**src/design/mem_cfg_pkg.sv**
```systemverilog
package mem_cfg_pkg;

  // **************************************
  // word and array geometry
  // **************************************

  // one memory word.
  localparam int DATA_W = 32;

  // banks and the index that picks one.
  localparam int NUM_BANKS = 8;
  localparam int BANK_W = 3;

  // rows per bank; the cache has the same row count.
  localparam int NUM_ROWS = 64;
  localparam int ROW_W = 6;

  // read latency of the banks and of the cache, in clock edges.
  localparam int RD_LAT = 2;

  // **************************************
  // vector types
  // **************************************

  typedef logic [DATA_W-1:0] data_t;
  typedef logic [BANK_W-1:0] bank_t;
  typedef logic [ROW_W-1:0]  row_t;

endpackage

```
**src/design/mem_ops_pkg.sv**
```systemverilog
package mem_ops_pkg;

  import mem_cfg_pkg::*;

  // tag is a valid bit on top of the owning bank index.
  localparam int TAG_W = BANK_W + 1;

  // one cache row, tag above data.
  localparam int CWORD_W = TAG_W + DATA_W;

  typedef logic [TAG_W-1:0]   tag_t;
  typedef logic [CWORD_W-1:0] cache_word_t;

  // how a delayed write is resolved against the read of its cycle.
  typedef enum logic [1:0] {
    WR_BANK,
    WR_PARK,
    WR_OVERWRITE
  } wr_disp_e;

endpackage

```
**src/design/conflict_ctrl.sv**
```systemverilog
module conflict_ctrl (
  input  logic                clk,
  input  logic                rst_n,
  input  logic                write,
  input  logic                read,
  input  mem_cfg_pkg::bank_t  wr_bank,
  input  mem_cfg_pkg::bank_t  rd_bank,
  input  mem_cfg_pkg::row_t   wr_row,
  input  mem_cfg_pkg::row_t   rd_row,
  input  mem_cfg_pkg::data_t  wr_data,
  output mem_cfg_pkg::data_t  rd_data,
  output logic                pwrite,
  output mem_cfg_pkg::bank_t  pwr_bank,
  output mem_cfg_pkg::row_t   pwr_row,
  output mem_cfg_pkg::data_t  pdin,
  output logic                pread,
  output mem_cfg_pkg::bank_t  prd_bank,
  output mem_cfg_pkg::row_t   prd_row,
  output logic                swrite,
  output mem_cfg_pkg::row_t   swr_row,
  output mem_ops_pkg::tag_t   stag,
  output mem_cfg_pkg::data_t  sdin,
  output logic                sread1,
  output mem_cfg_pkg::row_t   srd_row1,
  output logic                sread2,
  output mem_cfg_pkg::row_t   srd_row2,
  input  mem_cfg_pkg::data_t  pdout,
  input  mem_ops_pkg::tag_t   stag1,
  input  mem_cfg_pkg::data_t  sdout1,
  input  mem_ops_pkg::tag_t   stag2,
  input  mem_cfg_pkg::data_t  sdout2
);

  import mem_cfg_pkg::*;
  import mem_ops_pkg::*;

  // write stages; fwd marks a cache row changed since the lookup.
  logic        s1_vld, s2_vld;
  bank_t       s1_bank, s2_bank;
  row_t        s1_row, s2_row;
  data_t       s1_data, s2_data;
  logic        s1_fwd, s2_fwd;
  cache_word_t s1_fwd_word, s2_fwd_word;

  // read bank, aligned with the returning data.
  bank_t rd_bank_q1, rd_bank_q2;

  cache_word_t old_word;
  tag_t        old_tag;
  logic        old_vld;
  bank_t       old_bank;
  wr_disp_e    disp;
  logic        evict;
  logic        clear;
  cache_word_t res_word;

  // **************************************
  // request issue
  // **************************************

  assign pread    = read;
  assign prd_bank = rd_bank;
  assign prd_row  = rd_row;
  assign sread1   = read;
  assign srd_row1 = rd_row;
  // lookup of the row the write will land on.
  assign sread2   = write;
  assign srd_row2 = wr_row;

  // **************************************
  // write resolution
  // **************************************

  assign old_word = s2_fwd ? s2_fwd_word : {stag2, sdout2};
  assign old_tag  = old_word[CWORD_W-1 -: TAG_W];
  assign old_vld  = old_tag[TAG_W-1];
  assign old_bank = old_tag[BANK_W-1:0];

  always_comb begin
    if (!(read && rd_bank == s2_bank)) begin
      disp = WR_BANK;
    end else if (old_vld && old_bank == s2_bank) begin
      disp = WR_OVERWRITE;
    end else begin
      disp = WR_PARK;
    end
  end

  assign evict = s2_vld && disp == WR_PARK && old_vld;
  assign clear = s2_vld && disp == WR_BANK && old_vld && old_bank == s2_bank;

  // bank port carries either the write itself or the evicted entry.
  assign pwrite   = (s2_vld && disp == WR_BANK) || evict;
  assign pwr_bank = evict ? old_bank : s2_bank;
  assign pwr_row  = s2_row;
  assign pdin     = evict ? old_word[DATA_W-1:0] : s2_data;

  assign swrite  = s2_vld && (disp != WR_BANK || clear);
  assign swr_row = s2_row;
  assign stag    = {disp != WR_BANK, s2_bank};
  assign sdin    = s2_data;

  // cache row contents once this write has resolved.
  assign res_word = swrite ? {stag, sdin} : old_word;

  always_ff @(posedge clk) begin
    if (!rst_n) begin
      s1_vld <= 1'b0;
      s2_vld <= 1'b0;
      s1_fwd <= 1'b0;
      s2_fwd <= 1'b0;
    end else begin
      s1_vld <= write;
      s2_vld <= s1_vld;
      s1_fwd <= s2_vld && s2_row == wr_row;
      s2_fwd <= (s2_vld && s2_row == s1_row) || s1_fwd;
    end
  end

  // the younger in-flight write wins when both match the row.
  always_ff @(posedge clk) begin
    s1_bank     <= wr_bank;
    s1_row      <= wr_row;
    s1_data     <= wr_data;
    s1_fwd_word <= res_word;
    s2_bank     <= s1_bank;
    s2_row      <= s1_row;
    s2_data     <= s1_data;
    s2_fwd_word <= (s2_vld && s2_row == s1_row) ? res_word : s1_fwd_word;
    rd_bank_q1  <= rd_bank;
    rd_bank_q2  <= rd_bank_q1;
  end

  // **************************************
  // read select
  // **************************************

  assign rd_data = (stag1[TAG_W-1] && stag1[BANK_W-1:0] == rd_bank_q2) ? sdout1 : pdout;

  a_evict_free_bank: assert property (
    @(posedge clk) disable iff (!rst_n) evict |-> !(read && old_bank == rd_bank)
  ) else $error("eviction to bank %0d collides with the read", old_bank);

endmodule

```
**config.mk**
```make
export PLATFORM = sky130hd
export DESIGN_NAME = conflict_ctrl
export DESIGN_NICKNAME = d
export VERILOG_FILES = /design/src/design/mem_cfg_pkg.sv /design/src/design/mem_ops_pkg.sv /design/src/design/conflict_ctrl.sv
export SDC_FILE = /design/constraint.sdc
export NUM_CORES = 1
export LEC_CHECK = 0
export ABC_CLOCK_PERIOD_IN_PS = 3900
export BUFFER_PORTS_ARGS = -buffer_cell sky130_fd_sc_hd__buf_2
export CAP_MARGIN = 5
export CORE_UTILIZATION = 25
export CTS_BUF_LIST = sky130_fd_sc_hd__clkbuf_4
export CTS_CLUSTER_DIAMETER = 200
export DETAILED_ROUTE_END_ITERATION = 12
export SLEW_MARGIN = 10
export SYNTH_ARGS = -nofsm -noshare
export SYNTH_HDL_FRONTEND = slang
export SYNTH_SLANG_ARGS = --single-unit
```
**constraint.sdc**
```tcl
create_clock -name clk -period 3.9 [get_ports clk]
set_input_delay 0.39 -clock clk [delete_from_list [all_inputs] [get_ports clk]]
set_output_delay 0.39 -clock clk [all_outputs]
set_load 0.02 [all_outputs]
```
### Word level (Yosys, flattened, before mapping)

Cells that the tools add are included.

* register bits after elaboration: 164
* bits of input ports: 158
* output and inout bits: 141
* word-level logic and storage cells: 44

* equal/unequal tests: 6
* multiplexer cells: 8
* reduce and logical (&&, ||, !) cells: 16

Operators by type and width (count)
* 2-to-1 mux 36 bit: 3
* 2-to-1 mux 32 bit: 2
* equality test 6 bit: 2
* logical AND 1 bit: 11
* equality test 3 bit: 3
* 2-to-1 mux 2 bit: 2
* logical OR 1 bit: 3
* 2-to-1 mux 3 bit: 1
* equality test 2 x 1 -> 1 bit (second input constant): 1
* zero test 2 bit: 1
* nonzero test 2 bit: 1

### Depth between registers and ports, before layout

* depth in word-level cells: 13
* gate-level depth with buffers: 9
* depth with buffers taken out: 6

### Worst setup path after synthesis

Ideal clock, no wire load.

* path type: register to output
* start point: register s2_bank[0]
* end point: output port pdin[2]
* arrival time: 2170 ps
* required time: 3510 ps
* setup slack: 1340 ps
* stages on the path, launching flop included: 9
* buffers on the path: 2
* cells stage by stage: dfxtp_1 buf_2 xnor2_1 nand4_1 inv_1 nand3_1 nor2_4 buf_4 mux2_1

* longest elaborated chain between the ends: 8
* elaborated cells between the ends (all ways): 10
* those cells by class: 3 x eq/ne; 3 x mux; 4 x reduce/logical

RTL lines
* from (decl): RTL line conflict_ctrl.sv:39 `bank_t s1_bank, s2_bank;`
* from (signal assigned): RTL line conflict_ctrl.sv:126 `s2_bank <= s1_bank;`
* equality test 3 bit: RTL line conflict_ctrl.sv:82 `end else if (old_vld && old_bank == s2_bank) begin`
* logical AND 1 bit: RTL line conflict_ctrl.sv:82
* 2-to-1 mux 2 bit: RTL line conflict_ctrl.sv:82
* 2-to-1 mux 2 bit *: RTL line conflict_ctrl.sv:80 `if (!(read && rd_bank == s2_bank)) begin`
* equality test 2 x 1 -> 1 bit *: RTL line conflict_ctrl.sv:89 `assign evict = s2_vld && disp == WR_PARK && old_vld;`
* logical AND 1 bit * (2 in a row): RTL line conflict_ctrl.sv:89
* 2-to-1 mux 32 bit *: RTL line conflict_ctrl.sv:96 `assign pdin = evict ? old_word[DATA_W-1:0] : s2_data;`
* to (decl): RTL line conflict_ctrl.sv:15 `output mem_cfg_pkg::data_t pdin,`

Mark *: on every way between the ends. The rest lies on a longest branch, timed or not.

### Worst setup path after layout

* start point: register s2_bank[0]
* end point: output port pdin[15]

The elaborated chain is that of the path after synthesis.

==> results.md <==
* CTS tree: done
* Worst EP required at approximately 3.5 ns
* Clock root cell: clkbuf_4
* Drt wl/cell at about 15 um
* DP Worst Slack at 0.704 ns
* R2r endpoint: s1_fwd_word[2]
* Hold EP: s1_fwd_word[6]
* R2R Path Start: s2_fwd
* Most frequent cells in the layout: buf_2 (280), dfxtp_1 (163), mux2_2 (105)
* DR pass1 iterations at 4
* Reg2Reg Setup Slack at roughly 1.2 ns
* Storage cell area at between 3000 and 4000 um2
* Most common cell after layout, fill and taps aside: buf_2
* Syn Inst Count at ~550
* Busiest layer in global routing: met2
* Vias at 4,994
* #FFs+latches synth at approximately 160
* Worst slew margin relative to its limit at a little over two fifths
* GR Layer Usage met1 at between 15 and 20%
* Multi-input gate area at between 2000 and 3000 um2
* Worst Skew at about 0.028 ns
* Min setup slack post-route at between 0.5 and 0.6 ns
* CTS max path bufs at 2
* Cells after DPL at 1,108
* Slew Viols, Final at 0
* Global Route Usage Sum at 13.4%
* Total wire length at about 17 mm
* CP endpoint kind: primary output
* # setup viols final at 0
* Leakage at 4.01 nW
* RSZ-0062 raised after global routing: no
* Final hold slack at 0.224 ns
* Die X at 162 um
* Worst-Margin Slew at about 0.84 ns
* Mapped cell area at between 6000 and 7000 um2
* Synth unique cells at 31
* Htree depth at 4
* Clock transition at path regs at 0.16 ns
* Hold Path Class: primary input to flip-flop
* Non-Filler Instances at 1,187
* Effective utilization at floorplan at approximately 25%
* Core region area at around 25,000 um2
* CP arrival at around 3 ns
* Die ar. at roughly 26,000 um2
* MaxCap Viol Count at 0
* DR iter-0 viols at between 200 and 250
* Max Clk Rate at around 300 MHz
* Status: complete, no violations
* FF-to-FF path depth at 7
* Clock Latency Late Sink at ~0.55 ns
* Largest net degree at the start of global routing at between 70 and 80
* Post-route setup TNS at 0 ns
* ANT nets after route at 0
* DR vias/cell at 4.21
* Setup CP Type: flip-flop to primary output
* PwrDens at just over 400 nW/um2
* Minimum period implied by the final worst setup slack at ~3.3 ns
* CTS buffer count at 17
* Part of the cycle the worst path needs at between 80% and 90%
* Gr ovfl total at 0
* Layout cell share with drive strength beyond 1 at a little over half
* GRT met2 Usage at between 20% and 30%
* Die H at 162 um
* Hold Path Depth at 3
* Crit path max fanout at 22
* Syn nets at 711
* Worst setup SP type: flip-flop
* # IOs at between 200 and 300
* Fillers at around 2,600
* Initial antenna violation count at 0
* Mean Syn Cell Area at 11.5 um2
* Sequential area share after synthesis at 51.5%
* FP Rows at between 50 and 60
* Final hold vios at 0
* Vias in the first global route at ~5,000
* Number of I/O port buffers at 280
* Syn. warnings at 0
* Fin nets at approximately 1,000
* First-pass GRT wire length at between 20 and 30 mm
* Synthesis-to-finish area growth at 36.3%
* GPL Wtd Cong at 0.808
* Detailed placement HPWL at 12.2 mm
* Antenna cells at 0
* Routing usage on met3 at roughly 4.0%
* Max IR drop VDD at ~0.19 mV
* # DRC at 0
* CTS sink cnt at between 150 and 200
* Hold path startpoint: sdout2[6]
==> power by group <==
group / internal (mW) / leakage, nW / switching (mW)
combinational: 0.254 / 2.44 / 0.260
clock: 0.530 / 0.185 / 0.660
sequential: 1.77 / 1.38 / 0.0450
==> state kept, by name, indices dropped and copies added (netlist names), 3 cells and up <==
name	cells
rd_bank_q2	3
s1_bank	3
s1_row	6
pwr_row	6
s2_bank	3
s2_fwd_word	36
s1_data	32
s1_fwd_word	36
rd_bank_q1	3
sdin	32
==> cell usage after synthesis <==
library cell  instances  area [um2]
nor2_4                1        11.3
o31a_1                1        8.76
a22o_1                1        8.76
mux2_2              105        1180
o22a_1                1        8.76
clkbuf_2              1        5.00
nand2b_1              2        12.5
a31oi_1              36         225
mux2_4               30         450
xnor2_1              13         114
inv_1                 2        7.51
buf_6                 5        56.3
o21a_1                1        7.51
xor2_1                9        78.8
nand4_1               3        18.8
buf_2                 3        15.0
nor4_1                1        6.26
dfxtp_1             164        3280
a21o_1                1        7.51
and2_1                2        12.5
nor4_2                1        12.5
nand2_1              37         139
clkbuf_1             21        78.8
o21ai_0              35         175
nand3_1               3        15.0
buf_4                33         248
nor3_2                1        10.0
o21ai_4               1        16.3
and2_0                1        6.26
nor2_1               36         135
mux2_1                2        22.5
==> per-layer routing <==
layer	up-vias	wire length (um)
li1	2471	-
met1	2355	8070
met2	146	8290
met3	22	896
met4	0	231
met5	-	0
==> through the flow <==
step	power (mW)	instance area [um2]	util [%]
floorplan	2.17	6380	-
CTS	3.57	8660	34.5
detailed placement	2.33	7880	31.4
global route	3.70	8690	34.6
global placement	2.33	7880	31.4
finish	3.52	8690	34.6
==> kinds of logic (layout without fill, tap and decap cells) <==
| kind of cell | after synthesis | count (layout) | synth area share [%] |
|---|---|---|---|
| flip-flops | 164 | 164 | 51.5 |
| AO/OA/AOI/OAI | 77 | 77 | 7.18 |
| AND/OR/NAND/NOR | 88 | 88 | 5.94 |
| multiplexers | 137 | 137 | 26.0 |
| XOR/XNOR | 22 | 22 | 3.02 |
| buffers and inverters | 65 | 369 | 6.43 |
==> worst max-delay path: stages, from the launching register on <==
cell,delay (ns)
dfxtp_1,0.51
xnor2_1,0.15
nand4_1,0.24
inv_1,0.23
nand3_1,0.20
nor2_4,0.18
buf_4,0.33
mux2_2,0.38
buf_2,0.16
==> worst max-delay path by stage <==
stage / slack (ns) / end / cells after the start / from
after global routing: 0.27 / pdin[10] / 8 / s2_bank[0]
after detailed placement: 0.70 / pdin[8] / 7 / s2_fwd
after global placement: 0.80 / pdin[21] / 7 / s2_fwd
after CTS: 0.04 / pdin[8] / 7 / s2_fwd
final: 0.56 / pdin[15] / 8 / s2_bank[0]
after floorplan: 1.34 / pdin[2] / 8 / s2_bank[0]
==> final cells by class <==
class,instances,share of cell area (%)
Timing Repair Buffer,335,22.3
Clock inverter,15,2.48
Sequential cell,164,37.8
Multi-Input combinational cell,324,31.1
Tap cell,330,4.75
Clock buffer,17,1.47
Inverter,2,0.0864
==> timing repair <==
action                                  in CTS  in global routing
endpoints found under the hold margin       44                  2
setup buffers                                0                  1
hold buffers                                44                  2
endpoints found under the setup margin       0                 22
gates resized for setup                      0                  1
(Power assumes the default switching activity.)
