## src/design/mem_cfg_pkg.sv

```systemverilog
package mem_cfg_pkg;

  // **************************************
  // word and array geometry
  // **************************************

  // one memory word.
  localparam int DATA_W = 32;

  // banks and the index that picks one.
  localparam int NUM_BANKS = 8;
  localparam int BANK_W = 3;

  // rows per bank; the cache has the same row count.
  localparam int NUM_ROWS = 64;
  localparam int ROW_W = 6;

  // read latency of the banks and of the cache, in clock edges.
  localparam int RD_LAT = 2;

  // **************************************
  // vector types
  // **************************************

  typedef logic [DATA_W-1:0] data_t;
  typedef logic [BANK_W-1:0] bank_t;
  typedef logic [ROW_W-1:0]  row_t;

endpackage

```

## src/design/mem_ops_pkg.sv

```systemverilog
package mem_ops_pkg;

  import mem_cfg_pkg::*;

  // tag is a valid bit on top of the owning bank index.
  localparam int TAG_W = BANK_W + 1;

  // one cache row, tag above data.
  localparam int CWORD_W = TAG_W + DATA_W;

  typedef logic [TAG_W-1:0]   tag_t;
  typedef logic [CWORD_W-1:0] cache_word_t;

  // how a delayed write is resolved against the read of its cycle.
  typedef enum logic [1:0] {
    WR_BANK,
    WR_PARK,
    WR_OVERWRITE
  } wr_disp_e;

endpackage

```

## src/design/cache_port_if.sv

```systemverilog
interface cache_port_if (
  input logic clk
);

  import mem_cfg_pkg::*;
  import mem_ops_pkg::*;

  // one write port.
  logic        write;
  row_t        wr_row;
  cache_word_t wr_word;

  // read port 1 serves the user read, port 2 the write lookup.
  logic        read1;
  row_t        rd_row1;
  cache_word_t rd_word1;
  logic        read2;
  row_t        rd_row2;
  cache_word_t rd_word2;

  modport mux (
    output write, wr_row, wr_word,
    output read1, rd_row1, read2, rd_row2,
    input  rd_word1, rd_word2
  );

  modport mem (
    input  clk,
    input  write, wr_row, wr_word,
    input  read1, rd_row1, read2, rd_row2,
    output rd_word1, rd_word2
  );

endinterface

```

## src/design/cache_sram.sv

```systemverilog
module cache_sram (
  input logic       clk,
  input logic       rst_n,
  cache_port_if.mem bus
);

  import mem_cfg_pkg::*;
  import mem_ops_pkg::*;

  cache_word_t         mem [NUM_ROWS];
  logic [NUM_ROWS-1:0] row_vld;

  cache_word_t       rd_pipe1 [RD_LAT];
  cache_word_t       rd_pipe2 [RD_LAT];
  logic [RD_LAT-1:0] vld_pipe1;
  logic [RD_LAT-1:0] vld_pipe2;

  always_ff @(posedge clk) begin
    if (bus.write) begin
      mem[bus.wr_row] <= bus.wr_word;
    end
    if (bus.read1) begin
      rd_pipe1[0] <= mem[bus.rd_row1];
    end
    if (bus.read2) begin
      rd_pipe2[0] <= mem[bus.rd_row2];
    end
    for (int i = 1; i < RD_LAT; i++) begin
      rd_pipe1[i] <= rd_pipe1[i-1];
      rd_pipe2[i] <= rd_pipe2[i-1];
    end
  end

  // rows never written since reset read back with an invalid tag.
  always_ff @(posedge clk) begin
    if (!rst_n) begin
      row_vld   <= '0;
      vld_pipe1 <= '0;
      vld_pipe2 <= '0;
    end else begin
      if (bus.write) begin
        row_vld[bus.wr_row] <= 1'b1;
      end
      if (bus.read1) begin
        vld_pipe1[0] <= row_vld[bus.rd_row1];
      end
      if (bus.read2) begin
        vld_pipe2[0] <= row_vld[bus.rd_row2];
      end
      vld_pipe1[RD_LAT-1:1] <= vld_pipe1[RD_LAT-2:0];
      vld_pipe2[RD_LAT-1:1] <= vld_pipe2[RD_LAT-2:0];
    end
  end

  assign bus.rd_word1 = {rd_pipe1[RD_LAT-1][CWORD_W-1] & vld_pipe1[RD_LAT-1],
                         rd_pipe1[RD_LAT-1][CWORD_W-2:0]};
  assign bus.rd_word2 = {rd_pipe2[RD_LAT-1][CWORD_W-1] & vld_pipe2[RD_LAT-1],
                         rd_pipe2[RD_LAT-1][CWORD_W-2:0]};

  a_rd_row1_known: assert property (
    @(posedge bus.clk) disable iff (!rst_n) bus.read1 |-> !$isunknown(bus.rd_row1)
  ) else $error("cache read1 with unknown row");

  a_rd_row2_known: assert property (
    @(posedge bus.clk) disable iff (!rst_n) bus.read2 |-> !$isunknown(bus.rd_row2)
  ) else $error("cache read2 with unknown row");

endmodule

```

## src/flat_wrapper.sv

```systemverilog
// flat-port wrapper written by rule: the top's interface ports become plain ports
module cache_sram_flat import mem_cfg_pkg::*; import mem_ops_pkg::*;
  (clk, rst_n, bus_write, bus_wr_row, bus_wr_word, bus_read1, bus_rd_row1, bus_read2, bus_rd_row2, bus_rd_word1, bus_rd_word2);
  cache_port_if bus_i (.clk(clk));
  input logic clk;
  input logic rst_n;
  input wire logic [$bits(bus_i.write)-1:0] bus_write;
  input wire logic [$bits(bus_i.wr_row)-1:0] bus_wr_row;
  input wire logic [$bits(bus_i.wr_word)-1:0] bus_wr_word;
  input wire logic [$bits(bus_i.read1)-1:0] bus_read1;
  input wire logic [$bits(bus_i.rd_row1)-1:0] bus_rd_row1;
  input wire logic [$bits(bus_i.read2)-1:0] bus_read2;
  input wire logic [$bits(bus_i.rd_row2)-1:0] bus_rd_row2;
  output wire logic [$bits(bus_i.rd_word1)-1:0] bus_rd_word1;
  output wire logic [$bits(bus_i.rd_word2)-1:0] bus_rd_word2;
  assign bus_i.write = bus_write;
  assign bus_i.wr_row = bus_wr_row;
  assign bus_i.wr_word = bus_wr_word;
  assign bus_i.read1 = bus_read1;
  assign bus_i.rd_row1 = bus_rd_row1;
  assign bus_i.read2 = bus_read2;
  assign bus_i.rd_row2 = bus_rd_row2;
  assign bus_rd_word1 = bus_i.rd_word1;
  assign bus_rd_word2 = bus_i.rd_word2;
  cache_sram u_core (.clk(clk), .rst_n(rst_n), .bus(bus_i));
endmodule
```

## config.mk

```make
export PLATFORM = sky130hd
export DESIGN_NAME = cache_sram_flat
export DESIGN_NICKNAME = d
export VERILOG_FILES = /design/src/design/mem_cfg_pkg.sv /design/src/design/mem_ops_pkg.sv /design/src/design/cache_port_if.sv /design/src/design/cache_sram.sv /design/src/flat_wrapper.sv
export SDC_FILE = /design/constraint.sdc
export NUM_CORES = 2
export LEC_CHECK = 0
export ABC_AREA = 0
export ABC_CLOCK_PERIOD_IN_PS = 5350
export BUFFER_PORTS_ARGS = -buffer_cell sky130_fd_sc_hd__buf_4
export CORE_UTILIZATION = 38
export CTS_CLUSTER_SIZE = 30
export DETAILED_ROUTE_END_ITERATION = 8
export GPL_TIMING_DRIVEN = 0
export PLACE_DENSITY = 0.53
export REMOVE_ABC_BUFFERS = 1
export SLEW_MARGIN = 20
export SYNTH_ARGS = -nofsm -noshare
export SYNTH_HDL_FRONTEND = slang
export SYNTH_SLANG_ARGS = --single-unit
```

## constraint.sdc

```tcl
create_clock -name clk -period 5.35 [get_ports clk]
set_input_delay 0.8025 -clock clk [delete_from_list [all_inputs] [get_ports clk]]
set_output_delay 0.8025 -clock clk [all_outputs]
set_load 0.02 [all_outputs]
```

Word-level counts from Yosys, hierarchy flattened
Memories as Yosys holds them, arrays and structs flattened. Cells that the tools add are included.

Flip-flop bits (word level): 68. Memory bits (writable): 2448. Input port bits: 59. Memories: 3.

Muxes and demuxes: 12. Reduce and logical (&&, ||, !) cells: 1. Bitwise operators: 3. Order comparisons: 4.

Memories: u_core.mem (words 64, bits a word 36, read ports 2, clocked after memory_dff 0, wr ports 1, RTL line cache_sram.sv:10) `cache_word_t mem [NUM_ROWS];`; u_core.rd_pipe1 (words 2, bits a word 36, read ports 2, clocked after memory_dff 0, wr ports 2, RTL line cache_sram.sv:13) `cache_word_t rd_pipe1 [RD_LAT];`; u_core.rd_pipe2 (words 2, bits a word 36, read ports 2, clocked after memory_dff 0, wr ports 2, RTL line cache_sram.sv:14) `cache_word_t rd_pipe2 [RD_LAT];`.

Operator list (number): $or 64x64->64 (1); $lt 6x7->1 const B (3); $bmux 1 s6 (2); $mux 1 (9); $demux 1 s6 (1); $ge 6x1->1 const B (1); $and 1x1->1 (2); $logic_and 1x1->1 (1).

Depth between registers and ports, before layout
Depth after elaboration: 5. Depth in mapped cells: 9.

Worst setup path before layout
OpenSTA, ideal clock, no wires.

Path type: input to register. Start: input port bus_wr_row[2]. End: memory u_core.mem[33][0] (netlist name), enable pin. Buffers on the path: 0. Arrival: 4819 ps. Data required time: 4827 ps. Stages: 3. Path slack: 8 ps. Setup time: 523 ps. Cells stage by stage: nand2b_1 > or2_2 > nor4_1.

RTL lines: start: declaration (RTL line flat_wrapper.sv:8) `input wire logic [$bits(bus_i.wr_row)-1:0] bus_wr_row;`; end: declaration (RTL line cache_sram.sv:10).

Straight into the memory's write port.

==> run_results.csv <==
group,metric,value,unit
timing,finalHoldViolations,0,
place,placed_cell_area,124000,µm²
place,finalWeightedCongestion,0.766,
timing,setup_repair_after_global_routing_missed_its_margin,"false",
worst_setup_path,crit_path_start_kind,"input port",
global_route,grt_pass1_vias,61900,
timing,fin_tns_setup,0,ns
power,seqPwrFrac,49.3,%
clock_network,clkLatencyLatePin,0.87,ns
worst_setup_path,reg2reg_depth,5,
timing,fin_worst_hold_slack,0.340,ns
global_route,grt_max_degree,81,
power,power.leakage,41.6,nW
clock_network,register_clock_pin_slew_on_the_reported_worst_setup_and_hold_paths,0.06,ns
yosys,mean_cell_area_of_the_mapped_netlist,21.9,µm²
power,vdd_drop_max,215,µV
yosys,post_synth_inst_count,5148,
run,drv_cap,0,
drt,drt_wl_cell,39.3,µm
yosys,synth_seq_area_share,65.9,%
clock_network,hold_buffers,0,
clock_network,postCtsSetupBuffers,0,
floorplan,chipHeight,546,µm
yosys,yosys_register_bits,2516,
power,power_per_cell_area,335,nW/µm²
worst_setup_path,timing.critical_path.to_type,"flip-flop",
yosys,share_of_async_settable_or_async_resettable_flops_after_synthesis,0,%
power,power_frac_clock,42.9,%
worst_setup_path,rr_startpoint,"u_core.mem[31][18]$_DFFE_PP_",
timing,relSlewSlack,23.5,%
power,switching_share,22.4,%
drt,vias_per_cell,6.36,
yosys,syn-cell-area,112000,µm²
final_layout,final.fill_count,24200,
global_route,groute.usage.overall,25.0,%
floorplan,rows,199,
timing,clock_period_minus_final_worst_setup_slack,4.13,ns
outcome,violations,"design-rule violations",
min_path,hold_path.class,"flip-flop to flip-flop",
min_path,hold_end,"u_core.rd_pipe1[0][64]$_DFF_P_",
global_route,globalRouteOverflowTotal,0,
global_route,antenna_found_initial,14,
floorplan,coreArea,294000,µm²
yosys,synthTopCellsByArea,"sky130_fd_sc_hd__edfxtp_1 63%, sky130_fd_sc_hd__mux4_2 27%, sky130_fd_sc_hd__dfxtp_1 2.5%",
place,place_hpwl,249000,µm
final_layout,nNetsFinal,5484,
yosys,ys.flop_type,"sky130_fd_sc_hd__edfxtp_1",
drt,ant_nets,0,
power,total_switching_power,9.97,mW
min_path,cell_count_of_the_worst_hold_path,0,
drt,detail_route.first_pass.iterations,9,
yosys,yosys.area.top_type_share,63.4,%
timing,drv_slew,0,
timing,final.setup_skew,0.0381,ns
worst_setup_path,reg2reg_slack,2.56,ns
clock_network,tritoncts,"done",
timing,setup_viol_count_final,0,
clock_network,post_cts_sizing_count,0,
timing,transition_at_the_pin_with_the_smallest_max_transition_slack,1.15,ns
final_layout,post-route-cell-area,133000,µm²
clock_network,numClockSinks,2516,
power,internal-power,34.5,mW
timing,min_period_over_period,77.2,%
floorplan,chipWidth,546,µm
clock_network,cts_buffer_depth,4,
floorplan,initial_core_util,38.3,%
worst_setup_path,worst_path_maximum_fanout,80,
min_path,holdCritStartpoint,"u_core.rd_pipe1[0][28]$_DFFE_PP_",
worst_setup_path,cp_data_required_time,5.92,ns
worst_setup_path,r2r-end,"u_core.rd_pipe2[0][18]$_DFFE_PP_",
worst_setup_path,timing.setup.critical_path_class,"input port to flip-flop",
drt,routed_wirelength,375000,µm
drt,drc_errors,10,
place,io_buffer_count,130,
final_layout,share_of_post_route_cells_with_drive_strength_above_1,40.9,%
final_layout,fin_cells,9559,
yosys,synthDistinctLibCells,43,
yosys,synth_top_cell_by_area,"sky130_fd_sc_hd__edfxtp_1",
drt,vias,60800,
yosys,synth_edf_count,2376,
floorplan,boundaryPins,131,
worst_setup_path,cp_data_arrival_time,4.70,ns
timing,max_freq,242,MHz
outcome,outcome,"complete, but fails checks",
clock_network,clockRootBuffer,"sky130_fd_sc_hd__clkbuf_16",
power,comb_power_share,7.8,%
global_route,wire_length_of_the_first_global_routing_pass,516000,µm
final_layout,area_growth,17.9,%
yosys,synth.yosys.warnings,0,
floorplan,design.die.area,298000,µm²
clock_network,number_of_levels_in_the_clock_h_tree,5,
place,placed_cells_incl_taps,9063,
clock_network,tritoncts_buffers,279,
drt,drt-initial-drc-count,7677,
-- cell type report --
type                    count  area, µm²  area share, %
flip-flops and latches   2516      74200           55.9
clock buffers             375       7770           5.86
repair buffers            471       8100           6.11
multi-input cells        2153      36500           27.5
clock inverters           116       1120          0.843
well taps                3919       4900           3.70
inverters                   4       27.5         0.0208
diodes                      5       12.5        0.00944
-- worst max-delay path by stage --
stage / from / slack, ns / end / cells after the start
global placement: bus_rd_row2[2] / -11.91 / u_core.rd_pipe2[0][18]$_DFFE_PP_ / 6
CTS: bus_rd_row2[0] / 1.08 / u_core.rd_pipe2[0][6]$_DFFE_PP_ / 8
finish: bus_rd_row1[0] / 1.22 / u_core.rd_pipe1[0][30]$_DFFE_PP_ / 8
floorplan: bus_wr_row[2] / 0.004 / u_core.mem[33][0]$_DFFE_PP_ / 3
global route: bus_rd_row2[0] / 0.92 / u_core.rd_pipe2[0][8]$_DFFE_PP_ / 8
detailed placement: bus_rd_row2[0] / 0.18 / u_core.rd_pipe2[0][6]$_DFFE_PP_ / 8
-- cells by family after synthesis --
kind of cell	share of synthesized area [%]
multiplexers	27.9
buffers and inverters	2.19
AND/OR/NAND/NOR	1.06
AO/OA/AOI/OAI	2.92
flip-flops	65.9
-- placed cells by master (no fill, tap or decap), types with 13 or more instances in the layout --
cell type                   count
sky130_fd_sc_hd__a221oi_1      62
sky130_fd_sc_hd__clkinv_2      47
sky130_fd_sc_hd__dfxtp_1      140
sky130_fd_sc_hd__nand2_1       77
sky130_fd_sc_hd__a22oi_1      176
sky130_fd_sc_hd__nor2_4        64
sky130_fd_sc_hd__o22ai_1       25
sky130_fd_sc_hd__buf_12       132
sky130_fd_sc_hd__clkbuf_8      22
sky130_fd_sc_hd__o21ai_0       13
sky130_fd_sc_hd__mux4_2      1330
sky130_fd_sc_hd__buf_2         22
sky130_fd_sc_hd__edfxtp_1    2376
sky130_fd_sc_hd__o21a_1        64
sky130_fd_sc_hd__buf_16       144
sky130_fd_sc_hd__mux2i_1      131
sky130_fd_sc_hd__buf_4        157
sky130_fd_sc_hd__a21oi_1       17
sky130_fd_sc_hd__bufinv_16     21
sky130_fd_sc_hd__nand3_1       22
sky130_fd_sc_hd__clkinv_1      34
sky130_fd_sc_hd__a22o_1        45
sky130_fd_sc_hd__clkbuf_16    289
sky130_fd_sc_hd__clkbuf_1      64
sky130_fd_sc_hd__nand2b_1      13
-- layer usage --
metal / up-vias / wire, µm / track usage (%)
met1: 33900 / 144000 / 32.7
met2: 2927 / 190000 / 42.5
li1: 23400 / - / -
met5: - / 65 / 0
met3: 592 / 28200 / 4.22
met4: 10 / 12800 / 8.20
-- registers in the layout (all words and copies together) (netlist names) --
name,count
u_core.row_vld,64
u_core.vld_pipe1,2
u_core.rd_pipe1,72
u_core.vld_pipe2,2
u_core.mem,2304
u_core.rd_pipe2,72
-- power groups by stage --
stage	logic, mW	registers (mW)	clock network [mW]
3_5_place_dp	3.50	22.3	0
4_1_cts	3.51	21.9	19.4
2_1_floorplan	1.52	22.3	0
5_1_grt	3.65	21.9	20.1
3_3_place_gp	3.98	22.3	0
6_report	3.48	21.9	19.1
-- cell usage after synthesis, types with 4 or more instances --
cell type / number
sky130_fd_sc_hd__buf_1: 50
sky130_fd_sc_hd__a221oi_1: 63
sky130_fd_sc_hd__a22o_1: 45
sky130_fd_sc_hd__a21oi_1: 17
sky130_fd_sc_hd__nand3_1: 22
sky130_fd_sc_hd__buf_6: 5
sky130_fd_sc_hd__a22oi_1: 176
sky130_fd_sc_hd__nand2_1: 77
sky130_fd_sc_hd__mux2i_1: 131
sky130_fd_sc_hd__nor3_1: 6
sky130_fd_sc_hd__o21a_1: 64
sky130_fd_sc_hd__clkbuf_1: 164
sky130_fd_sc_hd__o21ai_0: 13
sky130_fd_sc_hd__mux4_2: 1330
sky130_fd_sc_hd__or2_2: 5
sky130_fd_sc_hd__a32o_1: 9
sky130_fd_sc_hd__nor2_1: 71
sky130_fd_sc_hd__nor2b_1: 24
sky130_fd_sc_hd__mux2_2: 12
sky130_fd_sc_hd__o22ai_1: 26
sky130_fd_sc_hd__and2_1: 10
sky130_fd_sc_hd__nor4_1: 4
sky130_fd_sc_hd__nand2b_1: 14
sky130_fd_sc_hd__and3_1: 6
sky130_fd_sc_hd__buf_4: 124
sky130_fd_sc_hd__buf_2: 132
sky130_fd_sc_hd__a211oi_1: 6
sky130_fd_sc_hd__dfxtp_1: 140
sky130_fd_sc_hd__edfxtp_1: 2376
-- through the flow --
step	total power, mW	utilization, %	setup slack [ns]
6_report	44.5	45.1	1.22
5_1_grt	45.6	45.1	0.922
4_1_cts	44.8	45.1	1.08
3_5_place_dp	25.8	42.1	0.177
3_3_place_gp	26.3	39.4	-11.91
2_1_floorplan	23.8	-	0.00433
-- critical path: stages --
cell	delay, ns
sky130_fd_sc_hd__buf_16	0.35
sky130_fd_sc_hd__buf_16	0.43
sky130_fd_sc_hd__buf_16	0.40
sky130_fd_sc_hd__buf_16	0.51
sky130_fd_sc_hd__mux4_2	0.59
sky130_fd_sc_hd__mux4_2	0.48
sky130_fd_sc_hd__a22oi_1	0.45
sky130_fd_sc_hd__nand2_1	0.14
No activity file was read; power rests on OpenSTA's default activity.
